**src/common/sampler_params.svh**
```systemverilog
`ifndef SAMPLER_PARAMS_SVH
`define SAMPLER_PARAMS_SVH

// Fixed sizes shared by the memory side and the audio side of the player

// Width of a DDR3 word address where one word is 64 bits
`define SAMPLER_ADDR_W 29

// Width of the chunk counter inside a fetcher
// Six bits give 64 chunks, which is 512 bytes per buffer
`define SAMPLER_CHUNK_ADDR_W 6

// Number of 16-bit samples packed into one 64-bit chunk
// Lane 0 sits in the low bits of the word
`define SAMPLER_LANES 4

`endif
```
**src/common/mem_pkg.sv**
```systemverilog
`default_nettype none

`include "sampler_params.svh"

// Types that describe the DDR3 read side
package mem_pkg;

	// Address of one 64-bit word in DDR3
	typedef logic [`SAMPLER_ADDR_W-1:0] mem_addr_t;

	// One word as returned by the memory read port
	typedef logic [63:0] mem_word_t;

endpackage : mem_pkg

`default_nettype wire

```
**src/common/audio_pkg.sv**
```systemverilog
`default_nettype none

`include "sampler_params.svh"

// Types that describe audio samples and how they sit in a memory word
package audio_pkg;

	import mem_pkg::*;

	// One signed PCM sample
	typedef logic signed [15:0] sample_t;

	// All lanes of one chunk with lane 0 in the low bits
	typedef sample_t [`SAMPLER_LANES-1:0] lanes_t;

	// A chunk is stored by the fetcher as a raw memory word
	// The mixer reads the same bits back as separate sample lanes
	typedef union packed {
		mem_word_t raw;
		lanes_t    lanes;
	} chunk_u;

endpackage : audio_pkg

`default_nettype wire

```
**src/common/mem_read_if.sv**
```systemverilog
`timescale 1ns/10ps
`default_nettype none

// One memory read port between a requester and the memory side
interface mem_read_if
	import mem_pkg::*;
();

	mem_addr_t addr;
	logic      read_en;
	// Stall from the memory side while read_en is held
	// wait is a reserved word so the signal is called wait_req
	logic      wait_req;
	// Pulses once per issued read together with valid data
	logic      ack;
	mem_word_t data;

	modport requester (
		output addr, read_en,
		input  wait_req, ack, data
	);

	modport memory (
		input  addr, read_en,
		output wait_req, ack, data
	);

endinterface : mem_read_if

`default_nettype wire

```
**src/rtl/sample_player.sv**
```systemverilog
`timescale 1ns/10ps
`default_nettype none

// Two voice sample player built from two fetchers, one arbiter and a mixer
module sample_player
	import mem_pkg::*;
	import audio_pkg::*;
(
	input  wire            clock,
	input  wire            reset_l,

	input  wire mem_word_t mem_data,
	input  wire            mem_ack,
	input  wire            mem_wait,
	output mem_addr_t      mem_addr,
	output logic           mem_read_en,

	input  wire mem_addr_t base0,
	input  wire            base0_valid,
	output logic           base0_ack,
	input  wire mem_addr_t base1,
	input  wire            base1_valid,
	output logic           base1_ack,

	input  wire            sample_tick,
	output sample_t        sample,
	output logic           sample_valid,
	output logic           underrun
);

	// Private read port of each voice in front of the arbiter
	mem_read_if voice0_mem ();
	mem_read_if voice1_mem ();

	chunk_u chunk0, chunk1;
	logic chunk0_valid, chunk1_valid;
	// The mixer releases both voices at once
	logic chunk_ack;

	sample_fetcher fetch0_inst (
		.clock       (clock),
		.reset_l     (reset_l),
		.mem         (voice0_mem.requester),
		.chunk       (chunk0),
		.chunk_valid (chunk0_valid),
		.chunk_addr  (),
		.chunk_ack   (chunk_ack),
		.base        (base0),
		.base_valid  (base0_valid),
		.base_ack    (base0_ack)
	);

	sample_fetcher fetch1_inst (
		.clock       (clock),
		.reset_l     (reset_l),
		.mem         (voice1_mem.requester),
		.chunk       (chunk1),
		.chunk_valid (chunk1_valid),
		.chunk_addr  (),
		.chunk_ack   (chunk_ack),
		.base        (base1),
		.base_valid  (base1_valid),
		.base_ack    (base1_ack)
	);

	mem_arbiter arbiter_inst (
		.clock       (clock),
		.reset_l     (reset_l),
		.voice0      (voice0_mem.memory),
		.voice1      (voice1_mem.memory),
		.mem_addr    (mem_addr),
		.mem_read_en (mem_read_en),
		.mem_data    (mem_data),
		.mem_ack     (mem_ack),
		.mem_wait    (mem_wait)
	);

	sample_mixer mixer_inst (
		.clock        (clock),
		.reset_l      (reset_l),
		.chunk0       (chunk0),
		.chunk1       (chunk1),
		.chunk0_valid (chunk0_valid),
		.chunk1_valid (chunk1_valid),
		.sample_tick  (sample_tick),
		.chunk_ack    (chunk_ack),
		.sample       (sample),
		.sample_valid (sample_valid),
		.underrun     (underrun)
	);

endmodule : sample_player

`default_nettype wire

```
**src/rtl/sample_mixer.sv**
```systemverilog
`timescale 1ns/10ps
`default_nettype none

`include "sampler_params.svh"

// Adds one lane of each voice per sample tick with 16-bit saturation
module sample_mixer
	import audio_pkg::*;
(
	input  wire         clock,
	input  wire         reset_l,

	input  wire chunk_u chunk0,
	input  wire chunk_u chunk1,
	input  wire         chunk0_valid,
	input  wire         chunk1_valid,
	input  wire         sample_tick,
	output logic        chunk_ack,

	output sample_t     sample,
	output logic        sample_valid,
	output logic        underrun
);

	typedef logic [$clog2(`SAMPLER_LANES)-1:0] lane_idx_t;

	// Lane of both chunks that the next tick plays
	lane_idx_t lane_sel;
	logic both_valid;
	// One extra bit holds the carry of the signed add
	logic signed [16:0] sum;
	sample_t sum_sat;

	always_comb begin
		both_valid = chunk0_valid & chunk1_valid;

		sum = 17'(chunk0.lanes[lane_sel]) + 17'(chunk1.lanes[lane_sel]);
		// Overflow shows as the two top bits disagreeing
		if (sum[16] != sum[15])
			sum_sat = sum[16] ? 16'sh8000 : 16'sh7fff;
		else
			sum_sat = sum[15:0];

		// Both chunks are released together after their last lane is played
		chunk_ack = sample_tick & both_valid & (lane_sel == lane_idx_t'(`SAMPLER_LANES - 1));
	end

	always_ff @(posedge clock, negedge reset_l) begin
		if (!reset_l) begin
			lane_sel <= '0;
			sample_valid <= 1'b0;
			underrun <= 1'b0;
		end else begin
			sample_valid <= sample_tick;
			underrun <= sample_tick & ~both_valid;
			// on underrun the lane stays put so nothing is skipped
			if (sample_tick && both_valid)
				lane_sel <= lane_sel + lane_idx_t'(1);
		end
	end

	// Output is silence whenever either voice has no data
	always_ff @(posedge clock) begin
		if (sample_tick)
			sample <= both_valid ? sum_sat : '0;
	end

	// Both fetchers must empty their chunk slot on the cycle after the release
	assert property (@(posedge clock) disable iff (!reset_l)
		chunk_ack |=> (!chunk0_valid && !chunk1_valid));

endmodule : sample_mixer

`default_nettype wire

```
**src/rtl/mem_arbiter.sv**
```systemverilog
`timescale 1ns/10ps
`default_nettype none

// Shares the one DDR3 read port between the two voice fetchers
// Only one read is in flight at a time so the owner is known when ack returns
module mem_arbiter
	import mem_pkg::*;
(
	input  wire            clock,
	input  wire            reset_l,

	mem_read_if.memory     voice0,
	mem_read_if.memory     voice1,

	output mem_addr_t      mem_addr,
	output logic           mem_read_en,
	input  wire mem_word_t mem_data,
	input  wire            mem_ack,
	input  wire            mem_wait
);

	// Set from issue until ack
	logic busy;
	// Voice that owns the outstanding read, and so the voice served last
	logic owner;
	// Voice picked in this cycle, 1 selects voice1
	logic sel;
	logic issue;

	always_comb begin
		// With both voices asking, the one not served last goes first
		if (voice0.read_en && voice1.read_en)
			sel = ~owner;
		else
			sel = voice1.read_en;

		mem_read_en = ~busy & (voice0.read_en | voice1.read_en);
		mem_addr = sel ? voice1.addr : voice0.addr;
		issue = mem_read_en & ~mem_wait;

		// A voice that is not granted sees a stall
		voice0.wait_req = busy | sel | mem_wait;
		voice1.wait_req = busy | ~sel | mem_wait;

		voice0.ack = mem_ack & busy & ~owner;
		voice1.ack = mem_ack & busy & owner;
		voice0.data = mem_data;
		voice1.data = mem_data;
	end

	always_ff @(posedge clock, negedge reset_l) begin
		if (!reset_l) begin
			busy <= 1'b0;
			owner <= 1'b0;
		end else begin
			if (issue) begin
				busy <= 1'b1;
				owner <= sel;
			end else if (mem_ack) begin
				busy <= 1'b0;
			end
		end
	end

	// The memory side must answer only reads that were issued, and each only once
	assert property (@(posedge clock) disable iff (!reset_l)
		mem_ack |-> busy);

endmodule : mem_arbiter

`default_nettype wire

```
**src/rtl/fetch/sample_fetcher.sv**
```systemverilog
`timescale 1ns/10ps
`default_nettype none

`include "sampler_params.svh"

// Fetches 64 chunks for one voice starting at a software supplied base
// A new base is taken only once the previous buffer has been fully read
module sample_fetcher
	import mem_pkg::*;
	import audio_pkg::*;
(
	input  wire                              clock,
	input  wire                              reset_l,

	mem_read_if.requester                    mem,

	output chunk_u                           chunk,
	output logic                             chunk_valid,
	output logic [`SAMPLER_CHUNK_ADDR_W-1:0] chunk_addr,
	input  wire                              chunk_ack,

	input  wire mem_addr_t                   base,
	input  wire                              base_valid,
	output logic                             base_ack
);

	typedef enum logic {
		IDLE,
		READ_WAIT
	} ram_state_t;

	// Base of the buffer that is being read
	mem_addr_t addr, next_addr;
	logic addr_valid, next_addr_valid;

	logic [`SAMPLER_CHUNK_ADDR_W-1:0] next_chunk_addr;
	// High while the counter points at the final chunk of the buffer
	logic last_chunk;
	logic next_chunk_valid;

	ram_state_t ram_state, next_ram_state;

	always_comb begin
		last_chunk = &chunk_addr;

		// A base is only accepted when no buffer is active
		base_ack = ~addr_valid & base_valid;
		next_addr = base_ack ? base : addr;
		if (base_ack)
			next_addr_valid = 1'b1;
		else if (mem.ack && last_chunk)
			next_addr_valid = 1'b0;
		else
			next_addr_valid = addr_valid;

		mem.addr = addr + mem_addr_t'(chunk_addr);

		unique case (ram_state)
			IDLE: begin
				// Only ask for data once the held chunk has been consumed
				mem.read_en = ~chunk_valid & addr_valid;
				next_ram_state = (mem.read_en && !mem.wait_req) ? READ_WAIT : IDLE;
				next_chunk_valid = chunk_valid & ~chunk_ack;
				next_chunk_addr = chunk_addr;
			end
			READ_WAIT: begin
				mem.read_en = 1'b0;
				next_ram_state = mem.ack ? IDLE : READ_WAIT;
				next_chunk_valid = mem.ack;
				// Counter wraps to zero after the 64th word, ready for the next base
				next_chunk_addr = mem.ack ? chunk_addr + 1'b1 : chunk_addr;
			end
		endcase
	end

	always_ff @(posedge clock, negedge reset_l) begin
		if (!reset_l) begin
			addr <= '0;
			addr_valid <= 1'b0;
			chunk_addr <= '0;
			chunk_valid <= 1'b0;
			ram_state <= IDLE;
		end else begin
			addr <= next_addr;
			addr_valid <= next_addr_valid;
			chunk_addr <= next_chunk_addr;
			chunk_valid <= next_chunk_valid;
			ram_state <= next_ram_state;
		end
	end

	// Returned word is captured only on ack
	always_ff @(posedge clock) begin
		if (ram_state == READ_WAIT && mem.ack)
			chunk.raw <= mem.data;
	end

	// A new buffer starts at its first chunk with no read in flight
	assert property (@(posedge clock) disable iff (!reset_l)
		base_ack |-> (ram_state == IDLE && chunk_addr == '0));

	// While the single chunk slot is full no read is in flight for this voice
	assert property (@(posedge clock) disable iff (!reset_l)
		chunk_valid |-> (ram_state == IDLE && !mem.ack));

endmodule : sample_fetcher

`default_nettype wire

```
**config.mk**
```make
export PLATFORM = sky130hd
export DESIGN_NAME = sample_player
export DESIGN_NICKNAME = d
export VERILOG_FILES = /design/src/common/mem_pkg.sv /design/src/common/audio_pkg.sv /design/src/common/mem_read_if.sv /design/src/rtl/sample_player.sv /design/src/rtl/sample_mixer.sv /design/src/rtl/mem_arbiter.sv /design/src/rtl/fetch/sample_fetcher.sv
export VERILOG_INCLUDE_DIRS = /design/src /design/src/common
export SDC_FILE = /design/constraint.sdc
export NUM_CORES = 1
export LEC_CHECK = 0
export BUFFER_PORTS_ARGS = -buffer_cell sky130_fd_sc_hd__clkbuf_2
export CORE_MARGIN = 4
export CORE_UTILIZATION = 38
export DETAILED_ROUTE_END_ITERATION = 6
export RECOVER_POWER = 25
export SLEW_MARGIN = 20
export SYNTH_ARGS = -nofsm -noshare
export SYNTH_HDL_FRONTEND = slang
export SYNTH_SLANG_ARGS = --single-unit
```
**constraint.sdc**
```tcl
create_clock -name clock -period 7.41 [get_ports clock]
set_input_delay 1.1115 -clock clock [delete_from_list [all_inputs] [get_ports clock]]
set_output_delay 1.1115 -clock clock [all_outputs]
set_load 0.05 [all_outputs]
```
### After elaboration in Yosys (flattened, before gate mapping)

Cells that the tools add are included.

* register bits: 226

* $lt $le $gt $ge: 1
* equality and inequality tests: 4
* reduce and logical (&&, ||, !) cells: 17
* bitwise logic cells: 32
* $add $sub $neg: 6
* mux-type cells: 28

Operator list (number)
* binary-select mux 16 bit (select 2 bit): 2
* 2-to-1 mux 16 bit: 4
* adder 29 x 6 -> 29 bit: 2
* 2-to-1 mux 29 bit: 1
* 2-to-1 mux 6 bit: 4
* adder 16 x 16 -> 17 bit: 1
* AND 1 bit: 15
* adder 6 x 1 -> 6 bit (second input constant): 2
* inverter 1 bit: 12
* one-hot mux 1 bit (2 select lines): 6
* AND reduction 6 bit: 2
* 2-to-1 mux 1 bit: 11
* logical AND 1 bit: 8
* nonzero test 2 bit: 3
* OR 1 bit: 5
* != test 2 x 1 -> 1 bit (second input constant): 2
* AND reduction 2 bit: 2
* < comparator 2 x 3 -> 1 bit (second input constant): 1
* adder 2 x 1 -> 2 bit (second input constant): 1
* equality test 2 bit (second input constant): 1
* logical NOT 1 bit: 2
* != test 1 bit: 1

### Longest topological paths before layout

Gate-level depths: netlist of run 1.

* word-level depth: 12
* depth in mapped cells: 14
* depth with buffers taken out: 11

### Hierarchy

From an unflattened synthesis of run 1, not the netlist that was laid out.

* cell total of the unflattened synthesis: 912
* area total of the unflattened synthesis: 12473.2 um^2

Modules (own cells, without submodules)
* sample_fetcher: instances 2, sequential area each 2872.8 um^2, cells an instance 255, area each 4181.5 um^2
* sample_mixer: instances 1, sequential area each 580.6 um^2, cells an instance 226, area each 2539.9 um^2
* mem_arbiter: instances 1, sequential area each 50.0 um^2, cells an instance 176, area each 1570.3 um^2

### Worst setup path after synthesis of run 1

No wires, ideal clock.

* path type: reg-to-output
* start point: register fetch0_inst.chunk_addr[0]
* end point: output mem_addr[8]
* stages on the path, launching flop included: 11
* path slack: 3.218 ns
* data required time: 6.298 ns
* arrival: 3.081 ns
* path buffers: 1
* cells stage by stage: dfrtp_1 > ha_1 > fa_1 > a21o_1 > a21oi_1 > nor2b_1 > o221a_2 > clkbuf_1 > nand2_1 > xor2_1 > o21ai_0

* cells in the longest elaborated chain, start to end: 2

Ends and longest elaborated chain
* start: declaration: line sample_fetcher.sv:19 `` output logic [`SAMPLER_CHUNK_ADDR_W-1:0] chunk_addr, ``
* start signal: assignment: line sample_fetcher.sv:86 `chunk_addr <= next_chunk_addr;`
* adder 29 x 6 -> 29 bit: line sample_fetcher.sv:56 `mem.addr = addr + mem_addr_t'(chunk_addr);`
* 2-to-1 mux 29 bit: line mem_arbiter.sv:38 `mem_addr = sel ? voice1.addr : voice0.addr;`
* end: declaration: line sample_player.sv:15 `output mem_addr_t mem_addr,`

No other way between the ends.

### Final worst setup path of run 1

* start point: register fetch1_inst.chunk_addr[0]
* end point: output mem_addr[16]

* cells in the longest elaborated chain, start to end: 2

Ends and longest elaborated chain (line)
* start: declaration: sample_fetcher.sv:19
* start signal: assignment: sample_fetcher.sv:86
* adder 29 x 6 -> 29 bit: sample_fetcher.sv:56
* 2-to-1 mux 29 bit: mem_arbiter.sv:38

No other way between the ends.

==> flow_metrics.py, run 1 <==
metrics = {
    "critical_path": {
        "critPathArrivalTime_ns": 3.34,
        "cell_family_contributing_the_most_delay_on_the_critical_path": "compound AO/OA/AOI/OAI gates",
        "crit_type": "flop to output pin",
        "setup.worst_path.end_class": "output pin",
        "critical_path_buf_inv_count": 1,
        "critPathMaxFanout": 6,
        "crit_required_ns": 6.30,
        "crit_chain": "ha_1, fa_1, a21o_1, a21oi_1, nand2b_1, a21boi_0, nand3_1, xnor2_1, mux2i_1, clkbuf_2",
        "max_stage_delay_ns": 0.66,
        "worst_setup_path_start_kind": "flop",
        "cp_slowest_cell": "sky130_fd_sc_hd__a21boi_0",
    },
    "clock_network": {
        "cts_sinks": 226,
        "hold_buffers": 0,
        "cts_buffer_depth": 3,
        "cts_repair_resize_count": 0,
        "cts_setup_buffers": 0,
        "worst_setup_hold_path_clk_slew_ns": 0.06,
        "numCtsBuffers": 26,
        "worstSkewPairLatency_ns": 0.54,
        "h-tree-depth": 1,
        "tritoncts": "done",
        "cts-root-buf": "sky130_fd_sc_hd__clkbuf_16",
    },
    "detailed_routing": {
        "route.met2.wl_um": 12400,
        "met3RoutedLength_um": 1780,
        "top_layer_used": "met5",
        "routedLengthMet1_um": 10600,
        "detail_route.iter0.violations": 462,
        "remaining_drc_errors": 0,
        "vias": 6965,
        "postRouteAntennaNets": 0,
        "first_pass_iters": 4,
        "drt_wl_total_um": 25500,
        "detail_route.wl_per_cell_um": 18.8,
        "viasPerCell": 5.16,
    },
    "pwr": {
        "max-vdd-ir-drop_mv": 0.423,
        "power_switching_uw": 2430,
        "sequentialPowerShare": 0.313,
        "internal_power_uw": 3380,
        "switching_share": 0.418,
        "power.combinational.fraction": 0.461,
        "power_leakage_uw": 0.00503,
        "pwr_density_cell_nw_per_um2": 450,
        "clock_network_fraction_of_total_power": 0.226,
    },
    "placed_design": {
        "detailed_place.area_um2": 12100,
        "hpwlAfterDp_um": 18700,
        "dpl.cell_count": 1303,
        "gpl_congestion": 0.807,
        "dp_slack_ns": 3.13,
        "place.port_buffers": 178,
    },
    "yosys": {
        "synth_area_per_cell_um2": 14.1,
        "syn-cell-area_um2": 10800,
        "post-synth-top-area-fraction": 0.402,
        "synthesis.nets": 929,
        "synth-seq-area-share": 0.592,
        "yosys-top-cells-area": "sky130_fd_sc_hd__edfxtp_1 (40%), sky130_fd_sc_hd__dfrtp_1 (19%), sky130_fd_sc_hd__mux4_2 (6.7%), sky130_fd_sc_hd__mux2_2 (5.9%), sky130_fd_sc_hd__ha_1 (3.6%)",
        "synthArstFlopShare": 0.363,
        "synth_area_leader_cell": "sky130_fd_sc_hd__edfxtp_1",
        "synth_enable_flop_cells": 144,
        "synthDistinctLibCells": 57,
        "synth.ff_latch_count": 226,
        "postSynthCellCount": 766,
        "predominant_post_synthesis_flop_cell": "sky130_fd_sc_hd__edfxtp_1",
        "synth.yosys.warnings": 0,
    },
    "final_layout": {
        "area_delta_synth_final_pct": 20.0,
        "fillerInstances": 2534,
        "finish.utilization": 0.464,
        "final_design_area_no_fill_um2": 12900,
        "finish.cell_count_without_fillers": 1351,
        "antenna_cells": 0,
        "multi_input_comb_area_um2": 4240,
        "regArea_um2": 6380,
        "fin_nets": 1116,
        "post_route_cells_drive_above_1_share": 0.281,
    },
    "global_routing": {
        "largest_net_degree_at_the_start_of_global_routing": 67,
        "first_global_vias": 7012,
        "grt_pass1_wl_um": 39200,
        "initial_antenna_violation_count": 2,
        "track_usage": 0.161,
        "remaining_global_route_overflow": 0,
    },
    "die": {
        "initial_standard_cell_utilization_of_the_core": 0.386,
        "dieHeight_um": 176,
        "die_width_um": 176,
        "core_um2": 27900,
        "design.die.area_um2": 31100,
        "placement_rows": 61,
        "io_pins": 179,
    },
    "sta": {
        "final.setup.worst_slack_ns": 2.96,
        "final.setup.tns_ns": 0,
        "max_freq_mhz": 225,
        "grt_setup_unrepaired": "false",
        "setup_viol": 0,
        "final.setup_skew_ns": 0.0181,
        "relSlewSlack": 0.395,
        "hold_viol": 0,
        "final-max-slew-violation-count": 0,
        "fin_crit_sh": 0.600,
        "worstMarginPinSlew_ns": 0.908,
        "shortest_clock_period_the_worst_path_allows_after_layout_ns": 4.45,
    },
    "worst_hold_path": {
        "hp-class": "flop to flop",
    },
    "job": {
        "cap_violations": 0,
    },
    "outcome": {
        "outcome": "completed",
    },
}
## power by group through the flow
stage | Clock (µW) | Combinational (µW) | Sequential, µW
3_5_place_dp | 0 | 2680 | 1850
2_1_floorplan | 0 | 2090 | 1770
4_1_cts | 1340 | 2690 | 1830
5_1_grt | 1390 | 2890 | 1860
6_report | 1310 | 2670 | 1820
3_3_place_gp | 0 | 2680 | 1840
## state kept, by name (all words and copies together), names as in the netlist, 2 cells and up
| name | count |
|---|---|
| fetch0_inst.chunk | 64 |
| fetch1_inst.chunk | 64 |
| fetch0_inst.addr | 29 |
| fetch1_inst.addr | 29 |
| mixer_inst.sample | 16 |
| fetch0_inst.chunk_addr | 6 |
| fetch1_inst.chunk_addr | 6 |
| mixer_inst.lane_sel | 2 |
## layout by cell type, fill, tap and decap left out, types with 5 or more instances in the layout
cell type,synthesis,layout
sky130_fd_sc_hd__a21oi_1,38,37
sky130_fd_sc_hd__mux2i_1,18,18
sky130_fd_sc_hd__dfrtp_1,82,81
sky130_fd_sc_hd__clkbuf_16,0,26
sky130_fd_sc_hd__nand2b_1,5,5
sky130_fd_sc_hd__nor2_1,32,32
sky130_fd_sc_hd__and4_1,5,5
sky130_fd_sc_hd__mux2_2,56,56
sky130_fd_sc_hd__a31oi_1,5,5
sky130_fd_sc_hd__xnor2_1,33,33
sky130_fd_sc_hd__edfxtp_1,144,144
sky130_fd_sc_hd__nand3_1,22,22
sky130_fd_sc_hd__nand4_1,14,14
sky130_fd_sc_hd__clkinv_1,0,6
sky130_fd_sc_hd__nor3_1,6,6
sky130_fd_sc_hd__and3_1,18,18
sky130_fd_sc_hd__a21o_1,15,15
sky130_fd_sc_hd__ha_1,31,31
sky130_fd_sc_hd__nand2_1,45,45
sky130_fd_sc_hd__inv_1,14,12
sky130_fd_sc_hd__buf_4,1,10
sky130_fd_sc_hd__xor2_1,39,39
sky130_fd_sc_hd__nor2b_1,9,7
sky130_fd_sc_hd__clkbuf_2,0,125
sky130_fd_sc_hd__mux4_2,32,32
sky130_fd_sc_hd__clkbuf_1,21,58
sky130_fd_sc_hd__o21ai_0,28,28
## layer usage
| metal | GRT usage | vias to the layer above |
|---|---|---|
| met5 | 0 | - |
| met3 | 0.0362 | 48 |
| li1 | - | 3279 |
| met2 | 0.269 | 223 |
| met4 | 0.0416 | 4 |
| met1 | 0.214 | 3411 |
## worst paths after layout
check / from / to / slack (ns) / depth (start not counted)
max in group asynchronous: reset_l / mixer_inst.lane_sel[0] / 5.88 / 2
min in group asynchronous: reset_l / fetch1_inst.addr[22] / 0.55 / 1
max reg2reg: mixer_inst.lane_sel[0] / mixer_inst.sample[11] / 3.14 / 10
min: fetch0_inst.chunk_addr[5] / fetch0_inst.chunk_addr[5] / 0.50 / 1
max: fetch1_inst.chunk_addr[0] / mem_addr[16] / 2.96 / 10
min reg2reg: fetch0_inst.chunk_addr[5] / fetch0_inst.chunk_addr[5] / 0.50 / 1
## Yosys cell counts (2+ instances only)
cell type / count
sky130_fd_sc_hd__ha_1: 31
sky130_fd_sc_hd__nor2b_1: 9
sky130_fd_sc_hd__o21a_1: 3
sky130_fd_sc_hd__a21oi_1: 38
sky130_fd_sc_hd__mux4_2: 32
sky130_fd_sc_hd__dfrtp_1: 82
sky130_fd_sc_hd__and4_1: 5
sky130_fd_sc_hd__clkbuf_1: 21
sky130_fd_sc_hd__or2_2: 3
sky130_fd_sc_hd__inv_1: 14
sky130_fd_sc_hd__nand2_1: 45
sky130_fd_sc_hd__nand2b_1: 5
sky130_fd_sc_hd__o31ai_1: 4
sky130_fd_sc_hd__nor3_1: 6
sky130_fd_sc_hd__xnor2_1: 33
sky130_fd_sc_hd__a21o_1: 15
sky130_fd_sc_hd__nor2_1: 32
sky130_fd_sc_hd__buf_1: 3
sky130_fd_sc_hd__o41ai_1: 2
sky130_fd_sc_hd__o21ai_0: 28
sky130_fd_sc_hd__a211oi_1: 4
sky130_fd_sc_hd__nand3_1: 22
sky130_fd_sc_hd__a21boi_0: 2
sky130_fd_sc_hd__mux2_2: 56
sky130_fd_sc_hd__nand4_1: 14
sky130_fd_sc_hd__xor2_1: 39
sky130_fd_sc_hd__buf_2: 3
sky130_fd_sc_hd__fa_1: 3
sky130_fd_sc_hd__mux2i_1: 18
sky130_fd_sc_hd__o211ai_1: 2
sky130_fd_sc_hd__a31oi_1: 5
sky130_fd_sc_hd__and2_1: 2
sky130_fd_sc_hd__edfxtp_1: 144
sky130_fd_sc_hd__and3_1: 18
## final cells by class
class	instances	share of cell area
flip-flops and latches	226	0.494
multi-input cells	498	0.328
repair buffers	187	0.0693
clock buffers	34	0.0542
well taps	378	0.0366
clock inverters	14	0.0141
inverters	14	0.00407
## logic make-up (layout without fill, tap and decap cells)
kind of cell,Yosys count,in the layout,share of synthesized area
flip-flops,226,226,0.592
buffers and inverters,42,249,0.0153
AO/OA/AOI/OAI,119,119,0.0709
adder cells (fa/ha/maj),34,34,0.0416
XOR/XNOR,73,73,0.0601
multiplexers,106,106,0.142
AND/OR/NAND/NOR,166,166,0.0773
## metrics by stage
stage | hold WS, ns | total power, µW
CTS | 0.508 | 5860
floorplan | 0.463 | 3860
detailed placement | 0.496 | 4530
global route | 0.535 | 6150
finish | 0.498 | 5810
global placement | 0.496 | 4520
No activity file was read; power rests on OpenSTA's default activity.
==> inputs of run 2 (changes only) <==
==> constraint.sdc (replaced) <==
create_clock -name clock -period 4.45 [get_ports clock]
set_input_delay 0.6675 -clock clock [delete_from_list [all_inputs] [get_ports clock]]
set_output_delay 0.6675 -clock clock [all_outputs]
set_load 0.05 [all_outputs]
==> run 2 against run 1 <==
Compared with the run above: combinational power increased by 67%; sequential share of layout area hardly changed; worst setup slack worse by 2.6 ns; global-route usage about the same; wire length fell by 0.35%; register-to-register slack worse by 2.8 ns; worst hold slack lost 0.25 ns; first-iteration DRC count down 19%; clock power grew 61%; critical path type is now flop to flop; largest cell class unchanged.
==> flow_metrics.py, run 2 (synthesis gave the netlist of run 1 again) <==
metrics = {
    "sta": {
        "hold_viol": 0,
        "relSlewSlack": 0.408,
        "shortest_clock_period_the_worst_path_allows_after_layout_ns": 4.07,
        "max_freq_mhz": 246,
        "final-max-slew-violation-count": 0,
        "final.setup.worst_slack_ns": 0.378,
        "final.setup_skew_ns": 0.0105,
        "fin_crit_sh": 0.915,
        "grt_setup_unrepaired": "false",
        "setup_viol": 0,
        "worstMarginPinSlew_ns": 0.887,
        "final.setup.tns_ns": 0,
    },
    "final_layout": {
        "post_route_cells_drive_above_1_share": 0.289,
        "area_delta_synth_final_pct": 20.1,
        "final_cell_mix": "sky130_fd_sc_hd__edfxtp_1 (144), sky130_fd_sc_hd__clkbuf_2 (122), sky130_fd_sc_hd__dfrtp_1 (81), sky130_fd_sc_hd__clkbuf_1 (57), sky130_fd_sc_hd__mux2_2 (56)",
        "fillerInstances": 2578,
        "fin_nets": 1118,
        "most_common_cell_after_layout_fill_and_taps_aside": "sky130_fd_sc_hd__edfxtp_1",
        "multi_input_comb_area_um2": 4240,
        "final_design_area_no_fill_um2": 12900,
        "layout_top_registers": "fetch0_inst.chunk x64, fetch1_inst.chunk x64",
        "regArea_um2": 6380,
    },
    "clock_network": {
        "numCtsBuffers": 25,
        "worst_setup_hold_path_clk_slew_ns": 0.07,
        "cts-root-buf": "sky130_fd_sc_hd__clkbuf_16",
        "cts_buffer_depth": 3,
        "hold_buffers": 0,
        "h-tree-depth": 1,
        "cts_sinks": 226,
        "tritoncts": "done",
        "worstSkewPairLatency_ns": 0.53,
    },
    "detailed_routing": {
        "first_pass_iters": 4,
        "detail_route.wl_per_cell_um": 18.8,
        "remaining_drc_errors": 0,
        "postRouteAntennaNets": 0,
        "detail_route.iter0.violations": 374,
        "vias": 6861,
        "viasPerCell": 5.07,
        "drt_wl_total_um": 25400,
    },
    "job": {
        "cap_violations": 0,
    },
    "critical_path": {
        "critical_path.reg2reg.startpoint": "mixer_inst.lane_sel[0]",
        "ff2ff_path_depth": 10,
        "worst_setup_path_start_kind": "flop",
        "ff2ff_setup_slack_ns": 0.38,
        "critical_path.endpoint": "mixer_inst.sample[12]",
        "crit_required_ns": 4.79,
        "setup.worst_path.end_class": "flop",
        "worst_setup_path_startpoint": "mixer_inst.lane_sel[0]",
        "crit_type": "flop to flop",
        "reg2reg_to": "mixer_inst.sample[12]",
        "critPathArrivalTime_ns": 4.41,
        "critPathMaxFanout": 16,
    },
    "die": {
        "initial_standard_cell_utilization_of_the_core": 0.386,
        "design.die.area_um2": 31100,
        "placement_rows": 61,
        "core_um2": 27900,
        "io_pins": 179,
        "dieHeight_um": 176,
        "die_width_um": 176,
    },
    "global_routing": {
        "remaining_global_route_overflow": 0,
        "grt_pass1_wl_um": 39300,
        "track_usage": 0.161,
        "initial_antenna_violation_count": 3,
        "first_global_vias": 7181,
        "largest_net_degree_at_the_start_of_global_routing": 65,
    },
    "outcome": {
        "outcome": "completed",
    },
    "placed_design": {
        "hpwlAfterDp_um": 19200,
        "detailed_place.area_um2": 12100,
        "gpl_congestion": 0.796,
        "dp_slack_ns": 0.273,
        "place.port_buffers": 178,
    },
    "pwr": {
        "max-vdd-ir-drop_mv": 0.626,
        "pwr_density_cell_nw_per_um2": 742,
        "power_leakage_uw": 0.00505,
        "fin_total_pwr_uw": 9600,
    },
    "worst_hold_path": {
        "hp-class": "input pin to asynchronous set/reset pin",
    },
}
[run 2: changes by cell type in the layout (fill, tap and decap cells not counted), sizes merged]
cell      previous run  this run
clkinvlp             2         1
diode                0         1
clkinv               8         5
inv                 14        15
bufinv               4         1
buf                 10        13
clkbuf             211       215
[run 2: worst min path at each step]
stage | startpoint | end
6_report | reset_l | fetch1_inst.addr[15]
5_1_grt | mem_data[62] | fetch0_inst.chunk[62]
4_1_cts | reset_l | fetch1_inst.addr[23]
3_5_place_dp | fetch0_inst.chunk_addr[5] | fetch0_inst.chunk_addr[5]
3_3_place_gp | fetch0_inst.chunk_addr[5] | fetch0_inst.chunk_addr[5]
2_1_floorplan | reset_l | arbiter_inst.busy
[run 2: metrics by stage]
step	hold WS, ns	instances	util
after floorplan	0.372	766	-
after global placement	0.489	1306	0.435
after detailed placement	0.497	1306	0.435
after CTS	0.264	1352	0.466
after global routing	0.304	1352	0.464
final	0.247	1353	0.464
[run 2: worst max-delay path, stage by stage (launching register included)]
cell	delay, ns
sky130_fd_sc_hd__dfrtp_4	0.61
sky130_fd_sc_hd__buf_4	0.25
sky130_fd_sc_hd__mux4_2	0.52
sky130_fd_sc_hd__ha_1	0.40
sky130_fd_sc_hd__and3_1	0.27
sky130_fd_sc_hd__nand2_1	0.07
sky130_fd_sc_hd__o31a_1	0.37
sky130_fd_sc_hd__o31ai_4	0.24
sky130_fd_sc_hd__xor2_2	0.47
sky130_fd_sc_hd__nand2_1	0.37
sky130_fd_sc_hd__a21oi_1	0.30
[run 2: final cells by class]
type	instances	area share
multi-input cells	498	0.328
clock inverters	8	0.00668
repair buffers	190	0.0707
well taps	378	0.0366
flip-flops and latches	226	0.493
clock buffers	38	0.0607
diodes	1	0.000194
inverters	14	0.00406
[run 2: routing by layer]
layer	global-route usage	share of wire
met1	0.207	0.41
met5	0	0.0015
met4	0.0361	0.021
met2	0.275	0.49
met3	0.0443	0.075
[run 2: report_power, final]
part / internal, µW / switching [µW]
combinational: 1630 / 2820
sequential: 2660 / 382
clock: 1280 / 828
total: 5560 / 4030
[run 2: timing repair]
action                     CTS  global route
resized for setup            0             1
setup buffers                0             0
setup endpoints to repair    0             1
